## src/board_config.svh

```systemverilog
`ifndef BOARD_CONFIG_SVH
`define BOARD_CONFIG_SVH

// ----------------------------------------
// Slow tick divider
// ----------------------------------------

`define SLOW_DIV  16  // Clocks between slow ticks, short for sim, millions on the board

// ----------------------------------------
// I2S microphone
// ----------------------------------------

`define SCK_HALF  2   // Clocks per half bit clock, 4 clk per bit
`define MIC_BITS  24  // Sample width, MSB first

// ----------------------------------------
// Board I/O widths
// ----------------------------------------

`define W_LED     8   // LEDs
`define W_KEY     2   // User keys
`define W_SW      3   // User switches, reset switch excluded

`endif

```

## src/board_pkg.sv

```systemverilog
`default_nettype none
`include "board_config.svh"

package board_pkg;

    // ----------------------------------------
    // Plain vectors
    // ----------------------------------------

    typedef logic        [`W_LED   - 1:0] led_t;         // LED pattern
    typedef logic        [`W_KEY   - 1:0] key_t;         // Keys, active high
    typedef logic        [`W_SW    - 1:0] sw_t;          // User switches
    typedef logic signed [`MIC_BITS - 1:0] mic_sample_t; // Signed mic sample
    typedef logic        [7:0]            seg_t;         // abcdefgh, h is dp
    typedef logic        [1:0]            digit_sel_t;   // One-hot digit enable

    // ----------------------------------------
    // Grouped signals
    // ----------------------------------------

    // Full display state, registered at the board edge
    typedef struct packed
    {
        led_t       led;   // LED bar
        seg_t       seg;   // Segments of the active digit
        digit_sel_t digit; // Active digit
    } display_t;

    // Clocks driven out to the microphone
    typedef struct packed
    {
        logic sck;  // Bit clock
        logic ws;   // Word select, low = left
    } i2s_clk_t;

endpackage

`default_nettype wire

```

## src/slow_tick_gen.sv

```systemverilog
`timescale 1ns/1ns
`default_nettype none
`include "board_config.svh"

// One-cycle enable every SLOW_DIV clocks, stays in the clk domain
module slow_tick_gen
(
    input  logic clk,
    input  logic rst,
    output logic slow_tick
);

    localparam DIV_W = $clog2(`SLOW_DIV);                 // Divider width
    localparam [DIV_W - 1:0] DIV_LAST = DIV_W'(`SLOW_DIV - 1); // Terminal value

    logic [DIV_W - 1:0] div_cnt;                          // Free-running divider

    assign slow_tick = (div_cnt == DIV_LAST);             // High on terminal count

    always_ff @(posedge clk or posedge rst)
    begin
        if (rst)
            div_cnt <= '0;                                // Zero at release edge
        else if (slow_tick)
            div_cnt <= '0;                                // Wrap
        else
            div_cnt <= div_cnt + 1'b1;
    end

endmodule

`default_nettype wire

```

## src/i2s_mic_receiver.sv

```systemverilog
`timescale 1ns/1ns
`default_nettype none
`include "board_config.svh"

// I2S master for a MEMS mic, left channel only
module i2s_mic_receiver
(
    input  logic                   clk,
    input  logic                   rst,
    input  logic                   sd,
    output board_pkg::i2s_clk_t    mic_clk,
    output board_pkg::mic_sample_t value,
    output logic                   valid
);

    import board_pkg::*;

    // ----------------------------------------
    // Constants
    // ----------------------------------------

    localparam PRE_W = $clog2(`SCK_HALF + 1);                  // Prescaler width
    localparam [PRE_W - 1:0] PRE_LAST  = PRE_W'(`SCK_HALF - 1); // Half period end
    localparam [4:0]         LAST_SLOT = 5'(`MIC_BITS);         // Slot of the LSB

    // ----------------------------------------
    // Signals
    // ----------------------------------------

    logic [PRE_W - 1:0]      pre_cnt;   // Half period prescaler
    logic                    sck_q;     // Bit clock register
    logic [5:0]              bit_cnt;   // Slot in frame, MSB is ws
    logic [`MIC_BITS - 2:0]  shift_q;   // Bits collected so far

    logic                    sck_edge;  // sck toggles this cycle
    logic                    sck_rise;
    logic                    sck_fall;
    logic [4:0]              slot;      // Slot inside the half-frame
    logic                    capture;   // Sample sd now
    logic                    last_bit;  // 24th data bit

    assign sck_edge = (pre_cnt == PRE_LAST);
    assign sck_rise = sck_edge & ~sck_q;
    assign sck_fall = sck_edge &  sck_q;
    assign slot     = bit_cnt[4:0];

    // Left half only, slot 0 is the delay slot
    assign capture  = sck_rise & ~bit_cnt[5] & (slot != 5'd0) & (slot <= LAST_SLOT);
    assign last_bit = capture & (slot == LAST_SLOT);

    // ----------------------------------------
    // Clock generation
    // ----------------------------------------

    always_ff @(posedge clk or posedge rst)
    begin
        if (rst)
        begin
            pre_cnt <= '0;
            sck_q   <= 1'b0;                  // sck idles low
            bit_cnt <= '0;                    // Start in the left half
        end
        else
        begin
            pre_cnt <= sck_edge ? '0 : pre_cnt + 1'b1;
            if (sck_edge)
                sck_q <= ~sck_q;
            if (sck_fall)
                bit_cnt <= bit_cnt + 1'b1;    // ws moves on sck fall, wraps at 64
        end
    end

    assign mic_clk.sck = sck_q;
    assign mic_clk.ws  = bit_cnt[5];          // Low for slots 0..31

    // ----------------------------------------
    // Data capture
    // ----------------------------------------

    always_ff @(posedge clk or posedge rst)
    begin
        if (rst)
        begin
            shift_q <= '0;
            value   <= '0;
        end
        else
        begin
            if (capture)
                shift_q <= {shift_q[`MIC_BITS - 3:0], sd};  // MSB first
            if (last_bit)
                value <= {shift_q, sd};                      // Full word
        end
    end

    always_ff @(posedge clk or posedge rst)
    begin
        if (rst)
            valid <= 1'b0;
        else
            valid <= last_bit;                // One clk after the 24th sample
    end

endmodule

`default_nettype wire

```

## src/lab_top.sv

```systemverilog
`timescale 1ns/1ns
`default_nettype none
`include "board_config.svh"

// Tick counter with LED and two-digit hex display
module lab_top
(
    input  logic                   clk,
    input  logic                   rst,
    input  logic                   slow_tick,
    input  board_pkg::key_t        key,
    input  board_pkg::sw_t         sw,
    input  board_pkg::mic_sample_t mic_value,
    input  logic                   mic_valid,
    output board_pkg::display_t    display
);

    import board_pkg::*;

    led_t        count;      // Slow tick count
    led_t        mic_byte;   // Loudest byte of last sample
    digit_sel_t  digit_sel;  // Active digit
    logic [3:0]  nibble;     // Hex shown on the active digit

    // ----------------------------------------
    // Hex to abcdefgh
    // ----------------------------------------

    function automatic seg_t hex_to_seg(input logic [3:0] hex, input logic dp);
        logic [6:0] abcdefg;
        case (hex)
            4'h0:    abcdefg = 7'b1111110;
            4'h1:    abcdefg = 7'b0110000;
            4'h2:    abcdefg = 7'b1101101;
            4'h3:    abcdefg = 7'b1111001;
            4'h4:    abcdefg = 7'b0110011;
            4'h5:    abcdefg = 7'b1011011;
            4'h6:    abcdefg = 7'b1011111;
            4'h7:    abcdefg = 7'b1110000;
            4'h8:    abcdefg = 7'b1111111;
            4'h9:    abcdefg = 7'b1111011;
            4'hA:    abcdefg = 7'b1110111;
            4'hB:    abcdefg = 7'b0011111;  // Lower case b
            4'hC:    abcdefg = 7'b1001110;
            4'hD:    abcdefg = 7'b0111101;  // Lower case d
            4'hE:    abcdefg = 7'b1001111;
            default: abcdefg = 7'b1000111;  // F
        endcase
        return {abcdefg, dp};
    endfunction

    // ----------------------------------------
    // State
    // ----------------------------------------

    always_ff @(posedge clk or posedge rst)
    begin
        if (rst)
        begin
            count     <= '0;
            mic_byte  <= '0;
            digit_sel <= 2'b01;                        // Low digit first
        end
        else
        begin
            if (key[0])
                count <= '0;                           // Clear wins over tick
            else if (slow_tick)
                count <= count + 1'b1;                 // Wraps past 255
            if (mic_valid)
                mic_byte <= mic_value[`MIC_BITS - 1 -: `W_LED];
            digit_sel <= {digit_sel[0], digit_sel[1]}; // Toggle every clk
        end
    end

    // ----------------------------------------
    // Display outputs
    // ----------------------------------------

    assign nibble = digit_sel[0] ? count[3:0] : count[7:4];

    always_comb
    begin
        display.led   = sw[0] ? mic_byte : count;      // Mic or count
        display.seg   = hex_to_seg(nibble, key[1]);    // dp while key[1] held
        display.digit = digit_sel;
    end

endmodule

`default_nettype wire

```

## src/board_top.sv

```systemverilog
`timescale 1ns/1ns
`default_nettype none
`include "board_config.svh"

// Board wrapper around the lab application and the mic receiver
module board_top
(
    input  logic                  clk,
    input  logic                  rst,          // Reset switch
    input  logic                  reset_key_n,  // Reset button, active low
    input  logic [`W_KEY - 1:0]   key_n,        // Raw keys, active low
    input  board_pkg::sw_t        sw,
    input  logic                  mic_sd,
    output logic                  mic_sck,
    output logic                  mic_ws,
    output logic                  mic_lr,
    output board_pkg::led_t       led,
    output board_pkg::seg_t       hgfedcba,
    output board_pkg::digit_sel_t digit
);

    import board_pkg::*;

    // ----------------------------------------
    // Reset and keys
    // ----------------------------------------

    logic         rst_merged;   // Switch or button
    key_t         key_meta;     // First sync stage
    key_t         key;          // Synchronized, active high

    assign rst_merged = rst | ~reset_key_n;

    always_ff @(posedge clk or posedge rst_merged)
    begin
        if (rst_merged)
        begin
            key_meta <= '0;
            key      <= '0;
        end
        else
        begin
            key_meta <= ~key_n;     // Invert to active high
            key      <= key_meta;
        end
    end

    // ----------------------------------------
    // Instances
    // ----------------------------------------

    logic         slow_tick;
    i2s_clk_t     mic_clk;
    mic_sample_t  mic_value;
    logic         mic_valid;
    display_t     display;      // Combinational from the lab
    display_t     display_q;    // Registered at the pins

    slow_tick_gen u_slow_tick
    (
        .clk       ( clk        ),
        .rst       ( rst_merged ),
        .slow_tick ( slow_tick  )
    );

    i2s_mic_receiver u_mic
    (
        .clk     ( clk        ),
        .rst     ( rst_merged ),
        .sd      ( mic_sd     ),
        .mic_clk ( mic_clk    ),
        .value   ( mic_value  ),
        .valid   ( mic_valid  )
    );

    lab_top u_lab
    (
        .clk       ( clk        ),
        .rst       ( rst_merged ),
        .slow_tick ( slow_tick  ),
        .key       ( key        ),
        .sw        ( sw         ),
        .mic_value ( mic_value  ),
        .mic_valid ( mic_valid  ),
        .display   ( display    )
    );

    assign mic_sck = mic_clk.sck;
    assign mic_ws  = mic_clk.ws;
    assign mic_lr  = 1'b0;          // Left channel

    // ----------------------------------------
    // Output registers
    // ----------------------------------------

    always_ff @(posedge clk or posedge rst_merged)
    begin
        if (rst_merged)
            display_q <= '0;        // Dark display during reset
        else
            display_q <= display;   // Glitch-free pins
    end

    assign led   = display_q.led;
    assign digit = display_q.digit;

    // Segment pins are wired h first on the board
    for (genvar i = 0; i < $bits(seg_t); i++)
    begin : g_seg_rev
        assign hgfedcba[i] = display_q.seg[$bits(seg_t) - 1 - i];
    end

endmodule

`default_nettype wire

```

## config.mk

```make
export PLATFORM = sky130hd
export DESIGN_NAME = board_top
export DESIGN_NICKNAME = d
export VERILOG_FILES = /design/src/board_pkg.sv /design/src/slow_tick_gen.sv /design/src/i2s_mic_receiver.sv /design/src/lab_top.sv /design/src/board_top.sv
export VERILOG_INCLUDE_DIRS = /design/src
export SDC_FILE = /design/constraint.sdc
export NUM_CORES = 1
export LEC_CHECK = 0
export BUFFER_PORTS_ARGS = -buffer_cell sky130_fd_sc_hd__buf_2
export CAP_MARGIN = 15
export CORE_UTILIZATION = 53
export DETAILED_ROUTE_END_ITERATION = 6
export HOLD_SLACK_MARGIN = 0.02
export PLACE_DENSITY = 0.76
export SYNTH_ARGS = -nofsm -noshare
export SYNTH_HDL_FRONTEND = slang
export SYNTH_SLANG_ARGS = --single-unit
```

## constraint.sdc

```tcl
create_clock -name clk -period 5.7 [get_ports clk]
set_input_delay 0.855 -clock clk [delete_from_list [all_inputs] [get_ports clk]]
set_output_delay 0.855 -clock clk [all_outputs]
set_load 0.02 [all_outputs]
```

==> results of run 1 <==
==> power by group <==
part	switching [mW]	internal [mW]
Sequential	0.00453	0.602
Combinational	0.0156	0.0101
Clock	0.204	0.169
==> kinds of logic after synthesis <==
family                   count (synthesis)
flip-flops                              84
multiplexers                            59
AND/OR/NAND/NOR                         37
AO/OA/AOI/OAI                           23
buffers and inverters                   23
adder cells (fa/ha/maj)                 11
XOR/XNOR                                10
other                                    1
==> cells in the final DEF (no fill, tap or decap), types with 9 or more instances in the layout <==
cell type,netlist,layout
mux2i_1,9,9
mux2_4,20,20
ha_1,11,11
dfrtp_1,83,83
mux2_2,30,30
clkbuf_8,0,10
buf_2,2,26
inv_1,10,10
==> Yosys cell counts, types with 2 or more instances <==
master and instances:
nor2_1 6, o21ai_0 6, or4_1 2, nor2b_1 3, nand3_1 4, buf_12 2
ha_1 11, mux2_2 30, a22oi_1 3, mux2_4 20, clkbuf_1 4, nand2_1 5
buf_4 4, xnor2_1 5, a31oi_1 3, or3_1 4, dfrtp_1 83, inv_1 10
nand4_1 4, buf_2 2, xor2_1 5, nor3_1 2, mux2i_1 9, a21oi_1 6
o31ai_1 2
==> through the flow <==
stage / utilization (%) / setup WS [ns] / std cells / instance area [sq um]
floorplan: - / 1.93 / 248 / 3590
global route: 60.9 / 3.40 / 355 / 3910
global placement: 58.0 / 3.52 / 339 / 3730
CTS: 60.8 / 3.45 / 354 / 3900
finish: 60.9 / 3.53 / 355 / 3910
detailed placement: 58.0 / 3.47 / 339 / 3730
==> layout make-up <==
cell class              count  area share (%)
clock inverters             5           0.992
repair buffers             28            3.71
well taps                  77            2.46
multi-input cells         141            34.6
flip-flops and latches     84            53.8
inverters                  10           0.960
clock buffers              10            3.52
==> critical path, cell delays in order, from the launching register on <==
cell      delay, ns
dfrtp_1        0.38
inv_1          0.08
ha_1           0.20
nor2b_1        0.16
o211ai_4       0.81
mux2_2         0.42
==> path summary, 6_finish.rpt <==
kind / end / slack (ns) / depth (start not counted)
min in group asynchronous: hgfedcba[7]$_DFF_PP0_ / 0.87 / 3
setup reg to reg: u_mic.shift_q[21]$_DFFE_PP0P_ / 3.53 / 5
hold / removal: key[0]$_DFF_PP0_ / 0.35 / 0
hold reg to reg: key[0]$_DFF_PP0_ / 0.35 / 0
max in group asynchronous: u_mic.sck_q$_DFFE_PP0N_ / 4.17 / 3
setup / recovery: u_mic.shift_q[21]$_DFFE_PP0P_ / 3.53 / 5
==> state kept, by name, indices dropped and copies added (netlist names), 4 cells and up <==
signal	cells
u_slow_tick.div_cnt	4
u_mic.shift_q	23
u_mic.bit_cnt	6
u_lab.mic_byte	8
u_lab.count	8
hgfedcba	8
u_mic.value	8
led	8
==> routing by layer <==
metal	wire length [um]	GRT usage, %
met1	2570	24.0
met2	2280	22.8
met3	236	5.41
met4	68	6.11
met5	0	0
==> flow_summary_export.csv, run 1 <==
group,metric,value,unit
worst_setup_path,critPathKind,"reg2reg",
yosys,synth_edf_count,0,
cts,cts-buffers-inserted,9,
yosys,synth_nets,268,
yosys,ys_warn_count,0,
cts,cts.clk_slew.worst_paths,0.08,ns
drt,drt-initial-drc-count,123,
place,place.gp.congestion,0.799,
final_layout,drive_gt1_share,36.0,%
yosys,netlist_area,0.00358,sq mm
die,dieArea,0.00710,sq mm
drt,drc,8,
status,status,"complete, but fails checks",
yosys,ys_types,38,
grt,grt_pass1_vias,1867,
die,io-pin-count,30,
hold_path,worstHoldPathType,"reg2reg",
cts,cts_tree,"built",
pwr,p_leak,1.92,nW
sta,hold_violations,0,
sta,setup_viol,0,
worst_setup_path,crit_arrival,2.39,ns
sta,whs,0.352,ns
drt,wl,5160,um
grt,grt_overflow,0,
yosys,synth_area_leader_cell,"dfrtp_1",
cts,cts_sinks,84,
cts,hold_buffers,0,
status,failed_checks,"design-rule violations",
final_layout,diodes,0,
cts,cts-root-buf,"clkbuf_8",
yosys,synth-simple-area-share,6.56,%
yosys,ys.flop_type,"dfrtp_1",
worst_setup_path,startpoint_type,"flop",
pwr,power.total,1.01,mW
sta,period_minus_slack,2.17,ns
yosys,synth_compound_area_share,4.26,%
sta,max_freq,461,MHz
sta,grt_setup_unrepaired,"no",
drt,dr.pass1.iters,6,
yosys,yosys-mux-area-fraction,20.3,%
cts,htree_num_levels,3,
final_layout,syn2layout_area_growth,9.11,%
cts,clk_latency,0.34,ns
final_layout,layout.nets,294,
yosys,ys_seq_area_share,58.7,%
sta,finalSetupTns,0,ns
worst_setup_path,reg2reg_from,"u_mic.bit_cnt[0]$_DFFE_PP0P_",
pwr,powerDensity,257,mW/mm^2
grt,antenna_found_initial,0,
die,coreArea,0.00642,sq mm
yosys,syn_avg_cell_area,14.5,sq um
die,die_height,84.2,um
sta,finalMaxSlewViolations,0,
yosys,synth_top_family_by_area,"multiplexers",
final_layout,seq_area,0.00210,sq mm
yosys,synth_xor_area_share,2.44,%
sta,slew_headroom,33.7,%
drt,wl_per_cell,14.5,um
drt,drtAntennaViolNets,0,
worst_setup_path,worstSetupEndpointType,"flop",
place,hpwlAfterDp,3440,um
yosys,synthAdderAreaFrac,3.84,%
sta,finalClockSkew,0.00953,ns
worst_setup_path,critPathLaunch,"u_mic.bit_cnt[0]$_DFFE_PP0P_",
yosys,synth_seq_cells,84,
place,port_buffers,26,
final_layout,fillCellCount,498,
worst_setup_path,critPathRequiredTime,5.93,ns
yosys,synthTopCellsByArea,"dfrtp_1, mux2_2, mux2_4",
yosys,async_reset_ff_share,100,%
hold_path,hp-start,"key_meta[0]$_DFF_PP0_",
die,std_cell_rows,29,
cts,clockBufferDepth,2,
run,maxCapViolations,0,
pwr,peakVddDrop,0.135,mV
grt,grt_pass1_wl,9060,um
drt,dr_total_vias,1945,
die,start_util,55.8,%
cts,cts_resized,0,
yosys,netlist.area_leader.share,57.9,%
drt,viasPerCell,5.48,
grt,grt_util_all_layers,16.4,%
yosys,syn-instance-count,248,
die,die_w,84.2,um
sta,timing.final.crit_share,38.0,%
grt,grt_max_degree,85,
final_layout,multi_input_area,0.00135,sq mm
sta,worst_pin_slew,0.990,ns
worst_setup_path,path_max_fanout,23,
cts,cts_setup_buffers,0,
Note: power is estimated with default switching activity, not from simulation.
==> run 2, diff against run 1 <==
Settings changed: ABC_AREA set to 1.
Clock period 5.7 ns to 1.9 ns, I/O delays scaled along.
==> flow_summary_export.csv, run 2 <==
group,metric,value,unit
status,status,"complete, but fails checks",
status,failed_checks,"design-rule violations",
worst_setup_path,ff2ff_path_depth,6,
worst_setup_path,crit_top_cell,"o21ai_0",
sta,setup_viol,0,
final_layout,largest_reg_flops,23,
worst_setup_path,worstReg2RegEnd,"hgfedcba[1]$_DFF_PP0_",
die,start_util,55.6,%
yosys,ys_types,30,
drt,drc,8,
sta,period_minus_slack,1.67,ns
yosys,ys_seq_area_share,58.6,%
place,hpwlAfterDp,3650,um
cts,cts_tree,"built",
hold_path,min_to,"key_meta[0]$_DFF_PP0_",
drt,drtAntennaViolNets,0,
yosys,ys.flop_type,"dfrtp_1",
yosys,syn_avg_cell_area,9.95,sq um
final_layout,seq_area,0.00210,sq mm
worst_setup_path,startpoint_type,"flop",
sta,finalClockSkew,0.00692,ns
cts,cts.clk_slew.worst_paths,0.08,ns
place,port_buffers,26,
grt,grt_max_degree,85,
cts,hold_buffers,0,
worst_setup_path,slowest_stage,"dfstp_2",
yosys,synth_nets,381,
worst_setup_path,reg2reg_slack,0.23,ns
yosys,synth_common_cells,"nand2_1, dfrtp_1, inv_1, nor2_1, o21ai_0",
worst_setup_path,timing.critical_path.slowest_cell_delay,0.64,ns
sta,finalMaxSlewViolations,0,
drt,drt-initial-drc-count,99,
pwr,power.total,3.27,mW
cts,cts_setup_buffers,0,
die,die_height,84.3,um
place,place_area,0.00379,sq mm
drt,dr.pass1.iters,6,
cts,cts_sinks,84,
sta,timing.final.crit_share,87.6,%
yosys,post-synth-top-count-cell,"nand2_1",
pwr,intPower,2.60,mW
final_layout,final_common_cell,"nand2_1",
final_layout,final_cell_mix,"nand2_1, dfrtp_1, inv_1",
final_layout,final_area,0.00402,sq mm
pwr,swShare,20.7,%
pwr,p_leak,2.04,nW
drt,wl,5330,um
die,die_w,84.3,um
pwr,pwr-share-seq,55.4,%
drt,wl_per_cell,11.3,um
worst_setup_path,critPathRequiredTime,2.13,ns
die,dieArea,0.00711,sq mm
final_layout,layout.nets,411,
cts,cts-buffers-inserted,9,
sta,hold_violations,0,
hold_path,hold_depth,2,
pwr,peakVddDrop,0.518,mV
grt,grt_util_all_layers,17.0,%
die,io-pin-count,30,
cts,htree_num_levels,3,
sta,grt_setup_unrepaired,"no",
cts,cts_resized,0,
hold_path,hp-start,"key_n[0]",
hold_path,worstHoldPathType,"in2reg",
worst_setup_path,path_cells,"nand2_1 > o21ai_0 > inv_1 > ha_1 > o21ai_0 > o21ai_1",
worst_setup_path,crit_arrival,1.90,ns
yosys,synth_area_leader_cell,"dfrtp_1",
final_layout,fillCellCount,546,
yosys,netlist_area,0.00359,sq mm
final_layout,drive_gt1_share,21.7,%
drt,viasPerCell,4.85,
place,place.gp.congestion,0.878,
die,std_cell_rows,29,
worst_setup_path,worstSetupEndpointType,"flop",
yosys,async_reset_ff_share,100,%
yosys,synthTopCellsByArea,"dfrtp_1, nand2_1, ha_1",
pwr,powerDensity,815,mW/mm^2
grt,grt_overflow,0,
worst_setup_path,critPathKind,"reg2reg",
cts,clk_latency,0.35,ns
drt,dr_total_vias,2292,
grt,antenna_found_initial,0,
cts,clockBufferDepth,2,
yosys,synth_seq_cells,84,
sta,max_freq,601,MHz
pwr,pwr-share-clk,42.3,%
yosys,syn-instance-count,361,
cts,cts-root-buf,"clkbuf_8",
grt,grt_pass1_wl,9520,um
final_layout,max_flop_register,"u_mic.shift_q",
worst_setup_path,path_max_fanout,11,
pwr,switchingPower,0.678,mW
final_layout,multi_input_area,0.00125,sq mm
final_layout,syn2layout_area_growth,11.8,%
run,maxCapViolations,0,
pwr,pwr-share-comb,2.3,%
grt,grt_pass1_vias,2219,
worst_setup_path,reg2reg_from,"u_lab.digit_sel[0]$_DFF_PP1_",
yosys,synth_edf_count,0,
die,coreArea,0.00646,sq mm
sta,finalSetupTns,0,ns
yosys,ys_warn_count,0,
final_layout,diodes,0,
yosys,netlist.area_leader.share,57.8,%
## run 2: cell count changes in the layout (fill, tap and decap cells not counted), moves of 11 or more
cell,delta
mux2_2,-22
o21ai_2,+15
o21ai_0,+11
nand2_1,+105
inv_1,+26
nor2_1,+11
mux2_4,-20
## run 2: per-stage QoR
| stage | cells | utilization [%] | setup WS (ns) | hold WS, ns |
|---|---|---|---|---|
| 3_5_place_dp | 457 | 58.7 | 0.253 | 0.336 |
| 3_3_place_gp | 457 | 58.7 | 0.302 | 0.332 |
| 6_report | 473 | 62.2 | 0.235 | 0.0683 |
| 5_1_grt | 473 | 62.2 | 0.124 | 0.0509 |
| 4_1_cts | 473 | 62.2 | 0.231 | 0.0508 |
| 2_1_floorplan | 361 | - | 0.0139 | 0.331 |
## run 2: logic make-up after synthesis
| logic type | count (synthesis) | synth area share, % |
|---|---|---|
| other | 1 | 0.104 |
| multiplexers | 8 | 2.51 |
| AND/OR/NAND/NOR | 155 | 18.8 |
| flip-flops | 84 | 58.6 |
| AO/OA/AOI/OAI | 44 | 7.77 |
| XOR/XNOR | 7 | 1.71 |
| adder cells (fa/ha/maj) | 11 | 3.83 |
| buffers and inverters | 51 | 6.76 |
## run 2: power by group through the flow
stage               registers (mW)  logic, mW  clock network [mW]
CTS                           1.81     0.0799                1.42
global placement              1.85     0.0779                   0
floorplan                     1.85     0.0501                   0
detailed placement            1.85     0.0797                   0
global route                  1.82     0.0899                1.48
finish                        1.81     0.0766                1.38
## run 2: final cells by class
class                           count  share of cell area [%]
Clock buffer                       10                    3.43
Sequential cell                    84                    52.4
Inverter                           40                    3.80
Multi-Input combinational cell    226                    31.2
Clock inverter                      6                    2.18
Timing Repair Buffer               30                    4.61
Tap cell                           77                    2.40
## run 2: worst max-delay path by stage
stage,startpoint,to,cells after the start
2_1_floorplan,reset_key_n,digit[0]$_DFF_PP0_,2
3_3_place_gp,u_lab.digit_sel[0]$_DFF_PP1_,hgfedcba[1]$_DFF_PP0_,6
3_5_place_dp,u_lab.digit_sel[0]$_DFF_PP1_,hgfedcba[1]$_DFF_PP0_,6
4_1_cts,u_lab.digit_sel[0]$_DFF_PP1_,hgfedcba[1]$_DFF_PP0_,6
5_1_grt,u_lab.digit_sel[0]$_DFF_PP1_,hgfedcba[2]$_DFF_PP0_,6
6_report,u_lab.digit_sel[0]$_DFF_PP1_,hgfedcba[1]$_DFF_PP0_,6
## run 2: layer usage
layer	track usage [%]	routed length [um]
met1	19.5	2420
met2	29.2	2620
met3	5.51	217
met4	7.68	70
met5	0	0
## run 2: worst max-delay path: cells and delay by family (launching register included)
family,cells,cell delay (ns)
compound gates,3,0.50
fa+ha+maj,1,0.21
buf+inv,1,0.15
flops,1,0.64
simple gates,1,0.07
==> run 3, diff against run 2 <==
Settings changed: CORE_MARGIN set to 8, PLACE_DENSITY 0.76 to 0.8.
==> flow_summary_export.csv, run 3 (synthesis gave the netlist of run 2 again) <==
group,metric,value,unit
status,status,"complete, no violations",
worst_setup_path,startpoint_type,"flop",
place,hpwlAfterDp,4000,um
cts,hold_buffers,0,
place,place_area,0.00380,sq mm
drt,drc,0,
grt,grt_pass1_wl,9980,um
grt,grt_max_degree,61,
final_layout,largest_reg_flops,23,
worst_setup_path,slowest_stage,"dfstp_2",
worst_setup_path,timing.critical_path.slowest_cell_delay,0.65,ns
cts,cts_sinks,84,
drt,dr_total_vias,2382,
place,place.gp.congestion,0.879,
sta,hold_violations,0,
grt,antenna_found_initial,0,
hold_path,worstHoldPathType,"in2reg",
final_layout,final_cell_mix,"nand2_1, dfrtp_1, inv_1",
worst_setup_path,path_cells,"nand2_1 > o21ai_0 > inv_1 > ha_1 > o21ai_0 > nand2_1",
sta,grt_setup_unrepaired,"no",
sta,timing.final.crit_share,89.1,%
final_layout,diodes,0,
cts,cts_setup_buffers,0,
place,port_buffers,26,
cts,clockBufferDepth,2,
final_layout,layout.nets,412,
sta,finalSetupTns,0,ns
grt,grt_util_all_layers,12.8,%
run,maxCapViolations,0,
worst_setup_path,critPathKind,"reg2reg",
place,place_ws,0.221,ns
grt,grt_pass1_vias,2296,
die,coreArea,0.00668,sq mm
sta,finalMaxSlewViolations,0,
final_layout,final_area,0.00404,sq mm
final_layout,max_flop_register,"u_mic.shift_q",
sta,max_freq,590,MHz
drt,wl_per_cell,12.0,um
final_layout,syn2layout_area_growth,12.4,%
die,io-pin-count,30,
final_layout,drive_gt1_share,21.9,%
pwr,peakVddDrop,0.426,mV
worst_setup_path,reg2reg_slack,0.21,ns
die,std_cell_rows,30,
cts,cts-buffers-inserted,9,
die,die_height,98.3,um
grt,grt_overflow,0,
drt,dr.pass1.iters,4,
sta,setup_slack,0.206,ns
cts,clk_latency,0.35,ns
die,dieArea,0.00967,sq mm
worst_setup_path,path_max_fanout,11,
final_layout,final_common_cell,"nand2_1",
cts,cts_tree,"built",
die,die_w,98.3,um
worst_setup_path,worstSetupEndpointType,"flop",
sta,setup_viol,0,
cts,htree_num_levels,3,
drt,viasPerCell,4.99,
drt,wl,5740,um
cts,cts_resized,0,
worst_setup_path,critPathRequiredTime,2.12,ns
pwr,powerDensity,823,mW/mm^2
drt,drtAntennaViolNets,0,
pwr,p_leak,2.06,nW
sta,period_minus_slack,1.69,ns
sta,finalClockSkew,0.00638,ns
drt,drt-initial-drc-count,122,
cts,cts-root-buf,"clkbuf_8",
cts,cts.clk_slew.worst_paths,0.08,ns
worst_setup_path,crit_arrival,1.92,ns
die,start_util,53.8,%
## run 3: changes by cell type in the layout (fill, tap and decap cells not counted)
| cell | previous run | this run |
|---|---|---|
| buf_4 | 2 | 3 |
| clkinv_4 | 0 | 1 |
| clkinv_2 | 1 | 0 |
| clkbuf_8 | 10 | 11 |
| clkinvlp_4 | 3 | 2 |
## run 3: per-layer routing
| layer | track usage, % | up-vias | routed length, um |
|---|---|---|---|
| li1 | - | 1178 | - |
| met1 | 14.5 | 1122 | 2500 |
| met2 | 20.5 | 67 | 2730 |
| met3 | 3.98 | 15 | 340 |
| met4 | 8.15 | 0 | 170 |
| met5 | 0 | - | 0 |
## run 3: worst paths after layout
check	startpoint	cells after the start	to
worst max-delay path	u_lab.digit_sel[0]$_DFF_PP1_	6	hgfedcba[2]$_DFF_PP0_
worst max register to register	u_lab.digit_sel[0]$_DFF_PP1_	6	hgfedcba[2]$_DFF_PP0_
min in group asynchronous	rst	3	key_meta[1]$_DFF_PP0_
max in group asynchronous	reset_key_n	4	u_lab.digit_sel[0]$_DFF_PP1_
worst min register to register	key[1]$_DFF_PP0_	0	hgfedcba[7]$_DFF_PP0_
worst min-delay path	key_n[0]	2	key_meta[0]$_DFF_PP0_
## run 3: per-stage QoR
step / hold slack (ns) / total power [mW] / cells / utilization, %
CTS: 0.0471 / 3.37 / 477 / 60.4
floorplan: 0.331 / 1.90 / 361 / -
finish: 0.0678 / 3.32 / 477 / 60.4
global route: 0.0508 / 3.45 / 477 / 60.4
global placement: 0.332 / 1.93 / 461 / 56.9
detailed placement: 0.341 / 1.93 / 461 / 56.9
## run 3: cell type report
type                            instances  area (sq um)
Sequential cell                        84          2100
Clock inverter                          5          83.8
Fill cell                             566          2640
Inverter                               40           153
Clock buffer                           11           151
Multi-Input combinational cell        226          1250
Timing Repair Buffer                   31           193
Tap cell                               80           100
## run 3: report_power, final
group	internal [mW]	total [mW]	switching (mW)
sequential	1.81	1.81	0.00883
combinational	0.0202	0.0786	0.0584
clock	0.814	1.43	0.615
## run 3: worst max-delay path, delay by kind of cell, from the launching register on
family,cells,cell delay [ns]
compound gates,2,0.40
simple gates,2,0.18
flops,1,0.65
fa+ha+maj,1,0.21
buf+inv,1,0.14
